### src/bpPkg.sv
/*
 * Branch predictor package
 * Widths, table geometry, reset vector, instruction class encoding
 * and the control FSM states shared by the fetch-side predictor
 */

package bpPkg;

  //////////////////////////////////////////////////
  // Geometry
  //////////////////////////////////////////////////
  localparam int Xlen         = 32;
  localparam int BtbIndexBits = 6;
  localparam int BtbEntries   = 2 ** BtbIndexBits;

  // First fetch address out of reset
  localparam logic [Xlen-1:0] ResetVector = 32'h0000_1000;

  //////////////////////////////////////////////////
  // Types
  //////////////////////////////////////////////////
  typedef logic [Xlen-1:0]         addrT;
  typedef logic [BtbIndexBits-1:0] btbIndexT;
  // One-hot class, zero for plain instructions
  typedef logic [3:0]              instrClassT;
  // Class in the top four bits, target below
  typedef logic [Xlen+3:0]         btbEntryT;

  // Class encoding
  localparam instrClassT ClassNone    = 4'b0000;
  localparam instrClassT ClassBranch  = 4'b0001;
  localparam instrClassT ClassJump    = 4'b0010;
  localparam instrClassT ClassJumpReg = 4'b0100;
  localparam instrClassT ClassReturn  = 4'b1000;

  // Control FSM
  typedef enum logic {ClearTable, Run} bpStateT;

endpackage

### src/bpIfs.sv
/*
 * Predictor internal interfaces
 * btbUpdateIf carries table writes from control into the BTB,
 * fetchCtrlIf carries next-PC steering from control into the PC sequencer
 */

`timescale 1ns/1ps

// Table write port, one entry per valid cycle
interface btbUpdateIf;
  logic              valid;
  // PC of the resolved instruction, hashed inside the BTB
  bpPkg::addrT       pc;
  bpPkg::addrT       target;
  bpPkg::instrClassT instrClass;

  modport master (output valid, output pc, output target, output instrClass);
  modport slave  (input valid, input pc, input target, input instrClass);
endinterface

// Next fetch PC steering
interface fetchCtrlIf;
  // Fetch beat accepted this cycle
  logic        advance;
  // Mispredict redirect, overrides everything
  logic        redirect;
  bpPkg::addrT redirectPc;
  // Prediction for the current fetch PC
  logic        predTaken;
  bpPkg::addrT predTarget;

  modport master (
    output advance, output redirect, output redirectPc,
    output predTaken, output predTarget
  );
  modport slave (
    input advance, input redirect, input redirectPc,
    input predTaken, input predTarget
  );
endinterface

### src/btbTable.sv
/*
 * BTB storage
 * One read port and one write port over BtbEntries entries,
 * registered read, read-during-write returns the old entry
 */

`timescale 1ns/1ps

module btbTable (
  input  logic            clk,
  input  logic            readEn,
  input  bpPkg::btbIndexT readIndex,
  output bpPkg::btbEntryT readData,
  input  logic            writeEn,
  input  bpPkg::btbIndexT writeIndex,
  input  bpPkg::btbEntryT writeData
);

  // Entry array, contents defined by the clear walk
  bpPkg::btbEntryT mem [bpPkg::BtbEntries];

  // Read port
  // Output register holds while readEn is low
  always_ff @(posedge clk) begin
    if (readEn) begin
      readData <= mem[readIndex];
    end
  end

  // Write port
  // Same-edge read sees the previous contents
  always_ff @(posedge clk) begin
    if (writeEn) begin
      mem[writeIndex] <= writeData;
    end
  end

endmodule

### src/btb.sv
/*
 * Branch target buffer
 * Tagless table indexed by a hashed PC, predicts target and class
 * for the current fetch PC, forwards a same-cycle write over the table
 */

`timescale 1ns/1ps

module btb (
  input  logic              clk,
  input  logic              reset,
  input  bpPkg::addrT       pcNext,
  input  bpPkg::addrT       pcF,
  input  logic              stall,
  btbUpdateIf.slave         update,
  output bpPkg::addrT       predTarget,
  output bpPkg::instrClassT predClass
);

  bpPkg::btbIndexT readIndex;
  bpPkg::btbIndexT heldIndex;
  bpPkg::btbIndexT writeIndex;
  bpPkg::btbEntryT tableData;
  bpPkg::btbEntryT updateEntry;
  bpPkg::btbEntryT fwdEntry;
  logic            readEn;
  logic            bypassMatch;
  logic            fwdValid;

  // PC to index hash
  // Bit 1 folded into the top index bit
  function automatic bpPkg::btbIndexT hashIndex(bpPkg::addrT pc);
    return {pc[bpPkg::BtbIndexBits+1] ^ pc[1], pc[bpPkg::BtbIndexBits:2]};
  endfunction

  assign readIndex   = hashIndex(pcNext);
  assign heldIndex   = hashIndex(pcF);
  assign writeIndex  = hashIndex(update.pc);
  assign updateEntry = {update.instrClass, update.target};

  // Table is read during reset and on every fetch PC change
  assign readEn = ~stall | reset;

  //////////////////////////////////////////////////
  // Write bypass
  //////////////////////////////////////////////////

  // Compare against the index being read, or the held one when stalled
  assign bypassMatch = update.valid &
                       (readEn ? (writeIndex == readIndex) : (writeIndex == heldIndex));

  // Prediction reads as empty out of reset
  always_ff @(posedge clk) begin
    if (reset) begin
      fwdValid <= 1'b1;
      fwdEntry <= '0;
    end else if (bypassMatch) begin
      fwdValid <= 1'b1;
      fwdEntry <= updateEntry;
    end else if (readEn) begin
      // Fresh table read, forward no longer applies
      fwdValid <= 1'b0;
    end
  end

  // Forwarded entry wins over the stale table output
  assign {predClass, predTarget} = fwdValid ? fwdEntry : tableData;

  //////////////////////////////////////////////////
  // Storage
  //////////////////////////////////////////////////
  btbTable btbTable_inst (
    .clk        (clk),
    .readEn     (readEn),
    .readIndex  (readIndex),
    .readData   (tableData),
    .writeEn    (update.valid),
    .writeIndex (writeIndex),
    .writeData  (updateEntry)
  );

  // Table and forward path only ever hold legal classes
  assert property (@(posedge clk) disable iff (reset) $onehot0(predClass))
    else $error("btb: predicted class is not one-hot");

endmodule

### src/fetchPcGen.sv
/*
 * Fetch PC sequencer
 * Holds the fetch PC and picks the next one from redirect,
 * predicted target, sequential or hold
 */

`timescale 1ns/1ps

module fetchPcGen (
  input  logic        clk,
  input  logic        reset,
  fetchCtrlIf.slave   fetchCtrl,
  output bpPkg::addrT pcNext,
  output bpPkg::addrT pcF
);

  bpPkg::addrT pcSeq;

  // Sequential fetch, fixed 32-bit instructions
  assign pcSeq = pcF + bpPkg::addrT'(4);

  // Next PC priority
  // Reset vector drives the table index during reset
  always_comb begin
    if (reset) begin
      pcNext = bpPkg::ResetVector;
    end else if (fetchCtrl.redirect) begin
      pcNext = fetchCtrl.redirectPc;
    end else if (fetchCtrl.advance) begin
      pcNext = fetchCtrl.predTaken ? fetchCtrl.predTarget : pcSeq;
    end else begin
      // Back-pressure, hold
      pcNext = pcF;
    end
  end

  // Fetch PC register
  always_ff @(posedge clk) begin
    if (reset) begin
      pcF <= bpPkg::ResetVector;
    end else begin
      pcF <= pcNext;
    end
  end

  // Redirects and predicted targets must stay halfword aligned
  assert property (@(posedge clk) disable iff (reset) !pcF[0])
    else $error("fetchPcGen: odd fetch PC");

endmodule

### src/bpControl.sv
/*
 * Predictor control
 * Clears the table after reset, runs both handshakes, turns
 * resolutions into table writes and mispredicts into redirects
 */

`timescale 1ns/1ps

module bpControl (
  input  logic              clk,
  input  logic              reset,
  output logic              fetchValid,
  input  logic              fetchReady,
  input  logic              resolveValid,
  output logic              resolveReady,
  input  bpPkg::addrT       resolvePc,
  input  bpPkg::addrT       resolveTarget,
  input  bpPkg::instrClassT resolveClass,
  input  logic              resolveMispredict,
  input  bpPkg::addrT       resolveNextPc,
  input  bpPkg::instrClassT predClass,
  input  bpPkg::addrT       predTarget,
  btbUpdateIf.master        update,
  fetchCtrlIf.master        fetchCtrl
);

  bpPkg::bpStateT    state;
  bpPkg::bpStateT    stateNext;
  bpPkg::btbIndexT   clearCount;
  bpPkg::addrT       clearPc;
  logic              clearDone;
  logic              resolveAccept;
  logic              mispredictAccept;
  logic              updValid;
  bpPkg::addrT       updPc;
  bpPkg::addrT       updTarget;
  bpPkg::instrClassT updClass;

  //////////////////////////////////////////////////
  // Clear walk and FSM
  //////////////////////////////////////////////////
  assign clearDone = clearCount == bpPkg::btbIndexT'(bpPkg::BtbEntries - 1);

  always_comb begin
    stateNext = state;
    case (state)
      bpPkg::ClearTable: if (clearDone) stateNext = bpPkg::Run;
      bpPkg::Run:        stateNext = bpPkg::Run;
      default:           stateNext = bpPkg::ClearTable;
    endcase
  end

  always_ff @(posedge clk) begin
    if (reset) begin
      state      <= bpPkg::ClearTable;
      clearCount <= '0;
    end else begin
      state <= stateNext;
      // One index per cycle
      if (state == bpPkg::ClearTable) clearCount <= clearCount + 1'b1;
    end
  end

  // Walking PC whose hash is the clear index
  always_comb begin
    clearPc = '0;
    clearPc[bpPkg::BtbIndexBits+1:2] = clearCount;
  end

  //////////////////////////////////////////////////
  // Handshakes
  //////////////////////////////////////////////////
  assign resolveReady     = state == bpPkg::Run;
  assign resolveAccept    = resolveValid & resolveReady;
  assign mispredictAccept = resolveAccept & resolveMispredict;
  // No fetch beat while a redirect is taken
  assign fetchValid       = (state == bpPkg::Run) & ~mispredictAccept;

  // Accepted resolution is written one clock later
  always_ff @(posedge clk) begin
    if (reset) updValid <= 1'b0;
    else       updValid <= resolveAccept;
  end

  always_ff @(posedge clk) begin
    if (resolveAccept) begin
      updPc     <= resolvePc;
      updTarget <= resolveTarget;
      updClass  <= resolveClass;
    end
  end

  // Table write source
  always_comb begin
    if (state == bpPkg::ClearTable) begin
      update.valid      = 1'b1;
      update.pc         = clearPc;
      update.target     = '0;
      update.instrClass = bpPkg::ClassNone;
    end else begin
      update.valid      = updValid;
      update.pc         = updPc;
      update.target     = updTarget;
      update.instrClass = updClass;
    end
  end

  // PC steering
  assign fetchCtrl.advance    = fetchValid & fetchReady;
  assign fetchCtrl.redirect   = mispredictAccept;
  assign fetchCtrl.redirectPc = resolveNextPc;
  assign fetchCtrl.predTaken  = |predClass;
  assign fetchCtrl.predTarget = predTarget;

  // Pending resolution keeps its valid until taken
  assert property (@(posedge clk) disable iff (reset)
    (resolveValid && !resolveReady) |=> resolveValid)
    else $error("bpControl: resolve valid dropped before accept");

  // Resolution payload stays put while it waits
  assert property (@(posedge clk) disable iff (reset)
    (resolveValid && !resolveReady) |=>
      ($stable(resolvePc) && $stable(resolveTarget) && $stable(resolveClass) &&
       $stable(resolveMispredict) && $stable(resolveNextPc)))
    else $error("bpControl: resolve payload changed before accept");

endmodule

### src/branchPredictor.sv
/*
 * Fetch-side branch predictor top level
 * Control, PC sequencer and BTB joined to plain fetch and resolution ports
 */

`timescale 1ns/1ps

module branchPredictor (
  input  logic              clk,
  input  logic              reset,
  // Fetch side
  output logic              fetchValid,
  input  logic              fetchReady,
  output bpPkg::addrT       fetchPc,
  output bpPkg::addrT       fetchPredTarget,
  output bpPkg::instrClassT fetchPredClass,
  // Resolution side
  input  logic              resolveValid,
  output logic              resolveReady,
  input  bpPkg::addrT       resolvePc,
  input  bpPkg::addrT       resolveTarget,
  input  bpPkg::instrClassT resolveClass,
  input  logic              resolveMispredict,
  input  bpPkg::addrT       resolveNextPc
);

  btbUpdateIf  updateBus ();
  fetchCtrlIf  fetchCtrlBus ();
  bpPkg::addrT pcNext;
  logic        btbStall;

  // Table read only when the fetch PC moves
  assign btbStall = ~(fetchCtrlBus.advance | fetchCtrlBus.redirect);

  bpControl bpControl_inst (
    .clk               (clk),
    .reset             (reset),
    .fetchValid        (fetchValid),
    .fetchReady        (fetchReady),
    .resolveValid      (resolveValid),
    .resolveReady      (resolveReady),
    .resolvePc         (resolvePc),
    .resolveTarget     (resolveTarget),
    .resolveClass      (resolveClass),
    .resolveMispredict (resolveMispredict),
    .resolveNextPc     (resolveNextPc),
    .predClass         (fetchPredClass),
    .predTarget        (fetchPredTarget),
    .update            (updateBus.master),
    .fetchCtrl         (fetchCtrlBus.master)
  );

  fetchPcGen fetchPcGen_inst (
    .clk       (clk),
    .reset     (reset),
    .fetchCtrl (fetchCtrlBus.slave),
    .pcNext    (pcNext),
    .pcF       (fetchPc)
  );

  btb btb_inst (
    .clk        (clk),
    .reset      (reset),
    .pcNext     (pcNext),
    .pcF        (fetchPc),
    .stall      (btbStall),
    .update     (updateBus.slave),
    .predTarget (fetchPredTarget),
    .predClass  (fetchPredClass)
  );

endmodule

### config.mk
export PLATFORM = sky130hd
export DESIGN_NAME = branchPredictor
export DESIGN_NICKNAME = d
export VERILOG_FILES = /design/src/bpPkg.sv /design/src/bpIfs.sv /design/src/btbTable.sv /design/src/btb.sv /design/src/fetchPcGen.sv /design/src/bpControl.sv /design/src/branchPredictor.sv
export SDC_FILE = /design/constraint.sdc
export NUM_CORES = 2
export LEC_CHECK = 0
export ABC_AREA = 0
export BUFFER_PORTS_ARGS = -buffer_cell sky130_fd_sc_hd__buf_2
export CAP_MARGIN = 20
export CORE_ASPECT_RATIO = 1.1
export CORE_MARGIN = 3
export CORE_UTILIZATION = 45
export DETAILED_ROUTE_END_ITERATION = 10
export MAX_ROUTING_LAYER = met4
export SETUP_SLACK_MARGIN = 0.1
export SLEW_MARGIN = 30
export SYNTH_ARGS = -nofsm -noshare
export SYNTH_HDL_FRONTEND = slang
export SYNTH_SLANG_ARGS = --single-unit
### constraint.sdc
create_clock -name clk -period 3.5 [get_ports clk]
set_input_delay 0.7 -clock clk [delete_from_list [all_inputs] [get_ports clk]]
set_output_delay 0.7 -clock clk [all_outputs]
set_load 0.01 [all_outputs]
==> key figures <==
Die
  • Initial core utilization: 45.4%
  • Die area: 217,000 sq um
  • Height of the die: 489 um
  • Io pins: 175
  • FP Rows: 176
  • Core Area: 210,000 sq um
  • Horiz. Die Dim: 445 um

Final layout
  • Area growth from synthesis to final layout: 24.2%
  • Layout fillers: 15,900
  • Final nets: 6,593
  • Final instance area: 118,000 sq um
  • Layout cell share with drive strength beyond 1: 29.9%

Outcome
  • Failing checks: setup timing
  • Status: finished, violations left

Synth
  • Seq cells post-synth: 2,460
  • Most frequent cell after synthesis: edfxtp_1
  • Post-synth ARST share: 0%
  • Mapped Area: 95,300 sq um
  • EDFF count, synth: 2,383
  • Mapped Cells: 5,534
  • Synth top cells by count: 2,383 x edfxtp_1, 711 x nand2_1, 330 x a21oi_1
  • Top-area cell type share of the netlist area: 75.1%
  • Area contributors post-synth: edfxtp_1 75%, mux4_2 6.5%, nand2_1 2.8%
  • Seq/Total Area, Yosys: 76.7%
  • Post-synth top area cell: edfxtp_1
  • Synth unique cells: 67
  • Synth Flop Type: edfxtp_1
  • Syn_nets: 5,641
  • Yosys warnings: 0
  • Avg Synthesized Cell Area: 17.2 sq um

Power
  • Clock network fraction of design power: 42.5%
  • Int Power: 45.9 mW
  • Tot Pwr: 57.8 mW
  • Leak Pwr: 40.9 nW
  • Cell Pwr Density: 488 nW/um^2
  • Switching Share: 20.5%
  • Combinational power share: 1.8%
  • Flop pwr share: 55.6%
  • VDD IR max: 0.000423 V
  • Switch Pwr: 11.8 mW

Critical path
  • Crit start category: register
  • Worst setup path endpoint: btb_inst.btbTable_inst.readData[19]$_DFFE_PN_
  • WP buf/inv: 6
  • Worst setup EP type: register
  • Cells on worst reg2reg path: 14
  • Reg-to-reg slack, setup: -0.61 ns
  • Worst path max stage delay: 0.50 ns
  • Critical path data arrival time: 4.74 ns
  • Critical path class: reg2reg
  • CP max-delay cell: mux4_2
  • Worst-path maximum fanout: 7
  • Worst r2r src: btb_inst.btbTable_inst.readData[34]$_DFFE_PN_
  • Worst R2R End: btb_inst.btbTable_inst.readData[19]$_DFFE_PN_
  • Crit path top cell by count: buf_16
  • Critical path origin: btb_inst.btbTable_inst.readData[34]$_DFFE_PN_
  • Worst EP required: 4.13 ns
  • Critical path's top delay family: simple AND/OR/NAND/NOR gates
  • Critical-path cell list: buf_6, or4_4, o22a_4, mux2i_4, nand2_8, buf_16, buf_16, buf_16, buf_4, buf_8, mux4_2, a22oi_2, a31oi_4, or4_1
  • Critical path depth: 14

GRT
  • Met1 Use GR: 37.0%
  • Routing usage on met2: 44.5%
  • Vias in the first global route: 55,700
  • Most crowded layer after global routing: met2
  • Met3 usage: 5.00%
  • Pin count of the biggest net entering global routing: 66
  • First-pass GRT wire length: 424,000 um
  • GRT Total Usage: 28.4%
  • Initial antenna violation count: 39
  • Total global routing overflow: 0

Clocking
  • # clock sinks: 2,460
  • H-tree depth: 4
  • Worst skew pair latency: 0.91 ns
  • Root buf cell: clkbuf_16
  • CTS tree: done
  • Deepest clock path buffer count: 3
  • Clock-pin transition on the worst setup and hold timing paths: 0.06 ns
  • CTS Buf Count: 234

Place
  • Dpl hpwl: 185,000 um
  • Placed Area: 107,000 sq um
  • Final RePlAce weighted congestion: 0.942
  • PortBufs: 149

Timing
  • Final min period: 4.11 ns
  • Worst slew pin tran: 1.02 ns
  • Achievable Freq: 0.243 GHz
  • Final number of setup-violating endpoints: 73
  • Final Skew: 0.0780 ns
  • Slew Limit Fails: 0
  • Period utilization: 118%
  • Max_slew headroom: 32.2%
  • Unrepaired setup endpoints after global routing: yes
  • Final hold violations: 0
  • Worst Setup Slack, final: -0.614 ns

Flow run
  • Max-cap violations: 0

Detailed routing
  • Final WL: 303,000 um
  • Remaining antenna violation count: 0
  • DRC Markers: 0
  • Vias: 57,800
  • Drt wl/cell: 32.0 um
  • Initial DRC count: 6,983
  • Routed vias/inst: 6.11
  • First-pass iteration count of the detailed router: 7

Min path
  • Hold WC Path Type: in2reg
## cell type report
type | instances | area, sq um | share of cell area (%)
clock buffers | 301 | 6140 | 5.19
inverters | 12 | 73.8 | 0.0624
clock inverters | 129 | 1250 | 1.05
multi-input cells | 2705 | 22400 | 18.9
diodes | 26 | 65.1 | 0.0550
well taps | 2759 | 3450 | 2.92
repair buffers | 1073 | 11800 | 10.0
flip-flops and latches | 2460 | 73100 | 61.8
## worst min-delay path, stage by stage
cell and delay [ns]:
buf_2 0.09, a221oi_1 0.07, nor2_1 0.07
## layer usage
metal	share of wire, %	up-vias
li1	-	24100
met1	38	30200
met2	48	2969
met3	8.8	547
met4	4.8	0
met5	0	-
## cells by family (layout without fill, tap and decap cells)
| group | count (synthesis) | in the layout | synth area share [%] |
|---|---|---|---|
| buffers and inverters | 369 | 1515 | 1.67 |
| other | 0 | 26 | 0 |
| DFF | 2460 | 2460 | 76.7 |
| xor gates and xnor gates | 36 | 36 | 0.353 |
| adders and majority gates | 2 | 2 | 0.0263 |
| muxes | 524 | 524 | 9.18 |
| AOI/OAI and AO/OA | 891 | 891 | 6.35 |
| and+or+nand+nor | 1252 | 1252 | 5.69 |
## how the worst min path moves through the flow
stage | from | endpoint | slack (ns) | depth (start not counted)
5_1_grt | resolveNextPc[22] | fetchPcGen_inst.pcF[22]$_SDFFE_PP0P_ | 0.04 | 3
3_3_place_gp | btb_inst.fwdEntry[29]$_SDFFE_PP0P_ | btb_inst.fwdEntry[29]$_SDFFE_PP0P_ | 0.47 | 2
6_report | resolveNextPc[25] | fetchPcGen_inst.pcF[25]$_SDFFE_PP0P_ | 0.07 | 3
2_1_floorplan | btb_inst.fwdEntry[10]$_SDFFE_PP0P_ | btb_inst.fwdEntry[10]$_SDFFE_PP0P_ | 0.46 | 2
4_1_cts | resolveNextPc[22] | fetchPcGen_inst.pcF[22]$_SDFFE_PP0P_ | 0.0009 | 3
3_5_place_dp | btb_inst.fwdEntry[29]$_SDFFE_PP0P_ | btb_inst.fwdEntry[29]$_SDFFE_PP0P_ | 0.48 | 2
## sequential cells by signal, indices dropped and copies added (netlist names)
| register | count |
|---|---|
| bpControl_inst.resolveReady | 1 |
| btb_inst.btbTable_inst.mem | 2304 |
| bpControl_inst.updValid | 1 |
| bpControl_inst.updClass | 4 |
| fetchPcGen_inst.pcF | 32 |
| btb_inst.btbTable_inst.readData | 36 |
| bpControl_inst.clearCount | 6 |
| btb_inst.fwdValid | 1 |
| bpControl_inst.updPc | 7 |
| btb_inst.fwdEntry | 36 |
| bpControl_inst.updTarget | 32 |
## power by group through the flow
stage                     clock, mW  sequential [mW]  combinational [mW]
after global placement            0             32.8               0.864
after CTS                      24.8             32.1               0.975
after global routing           26.1             32.1                1.08
after detailed placement          0             32.8               0.869
final                          24.6             32.1                1.07
after floorplan                   0             32.7               0.328
## per-stage QoR
stage                     hold WS (ns)  setup slack, ns  setup TNS, ns  utilization (%)  instances
final                           0.0684           -0.614         -29.16             56.4       9465
after global routing            0.0391           -0.638         -34.14             56.4       9457
after CTS                     0.000889           -0.527         -29.41             55.9       9396
after detailed placement         0.482           -0.979         -44.40             50.8       8825
after global placement           0.468           -0.925         -42.42             50.8       8825
after floorplan                  0.458           -0.191        -256.99                -       5534
## placed cells by master (no fill, tap or decap), types with 80 or more instances in the layout
cell type and instances:
a21oi_1 255, a22oi_1 165, a22oi_2 80, a32oi_1 85, buf_12 216, buf_2 149, buf_4 537, clkbuf_16 243
edfxtp_1 2383, mux2i_1 201, mux4_2 276, nand2_1 705, nand3_1 252
## what timing repair did
item                                   CTS  global route
hold buffers                            45             0
setup buffers                           76            38
endpoints found under the hold margin   45             0
gates cloned                            24             9
pin swaps                              120            84
gates resized for setup                302           120
setup endpoints to repair               73           124
No activity file was read; power rests on OpenSTA's default activity.
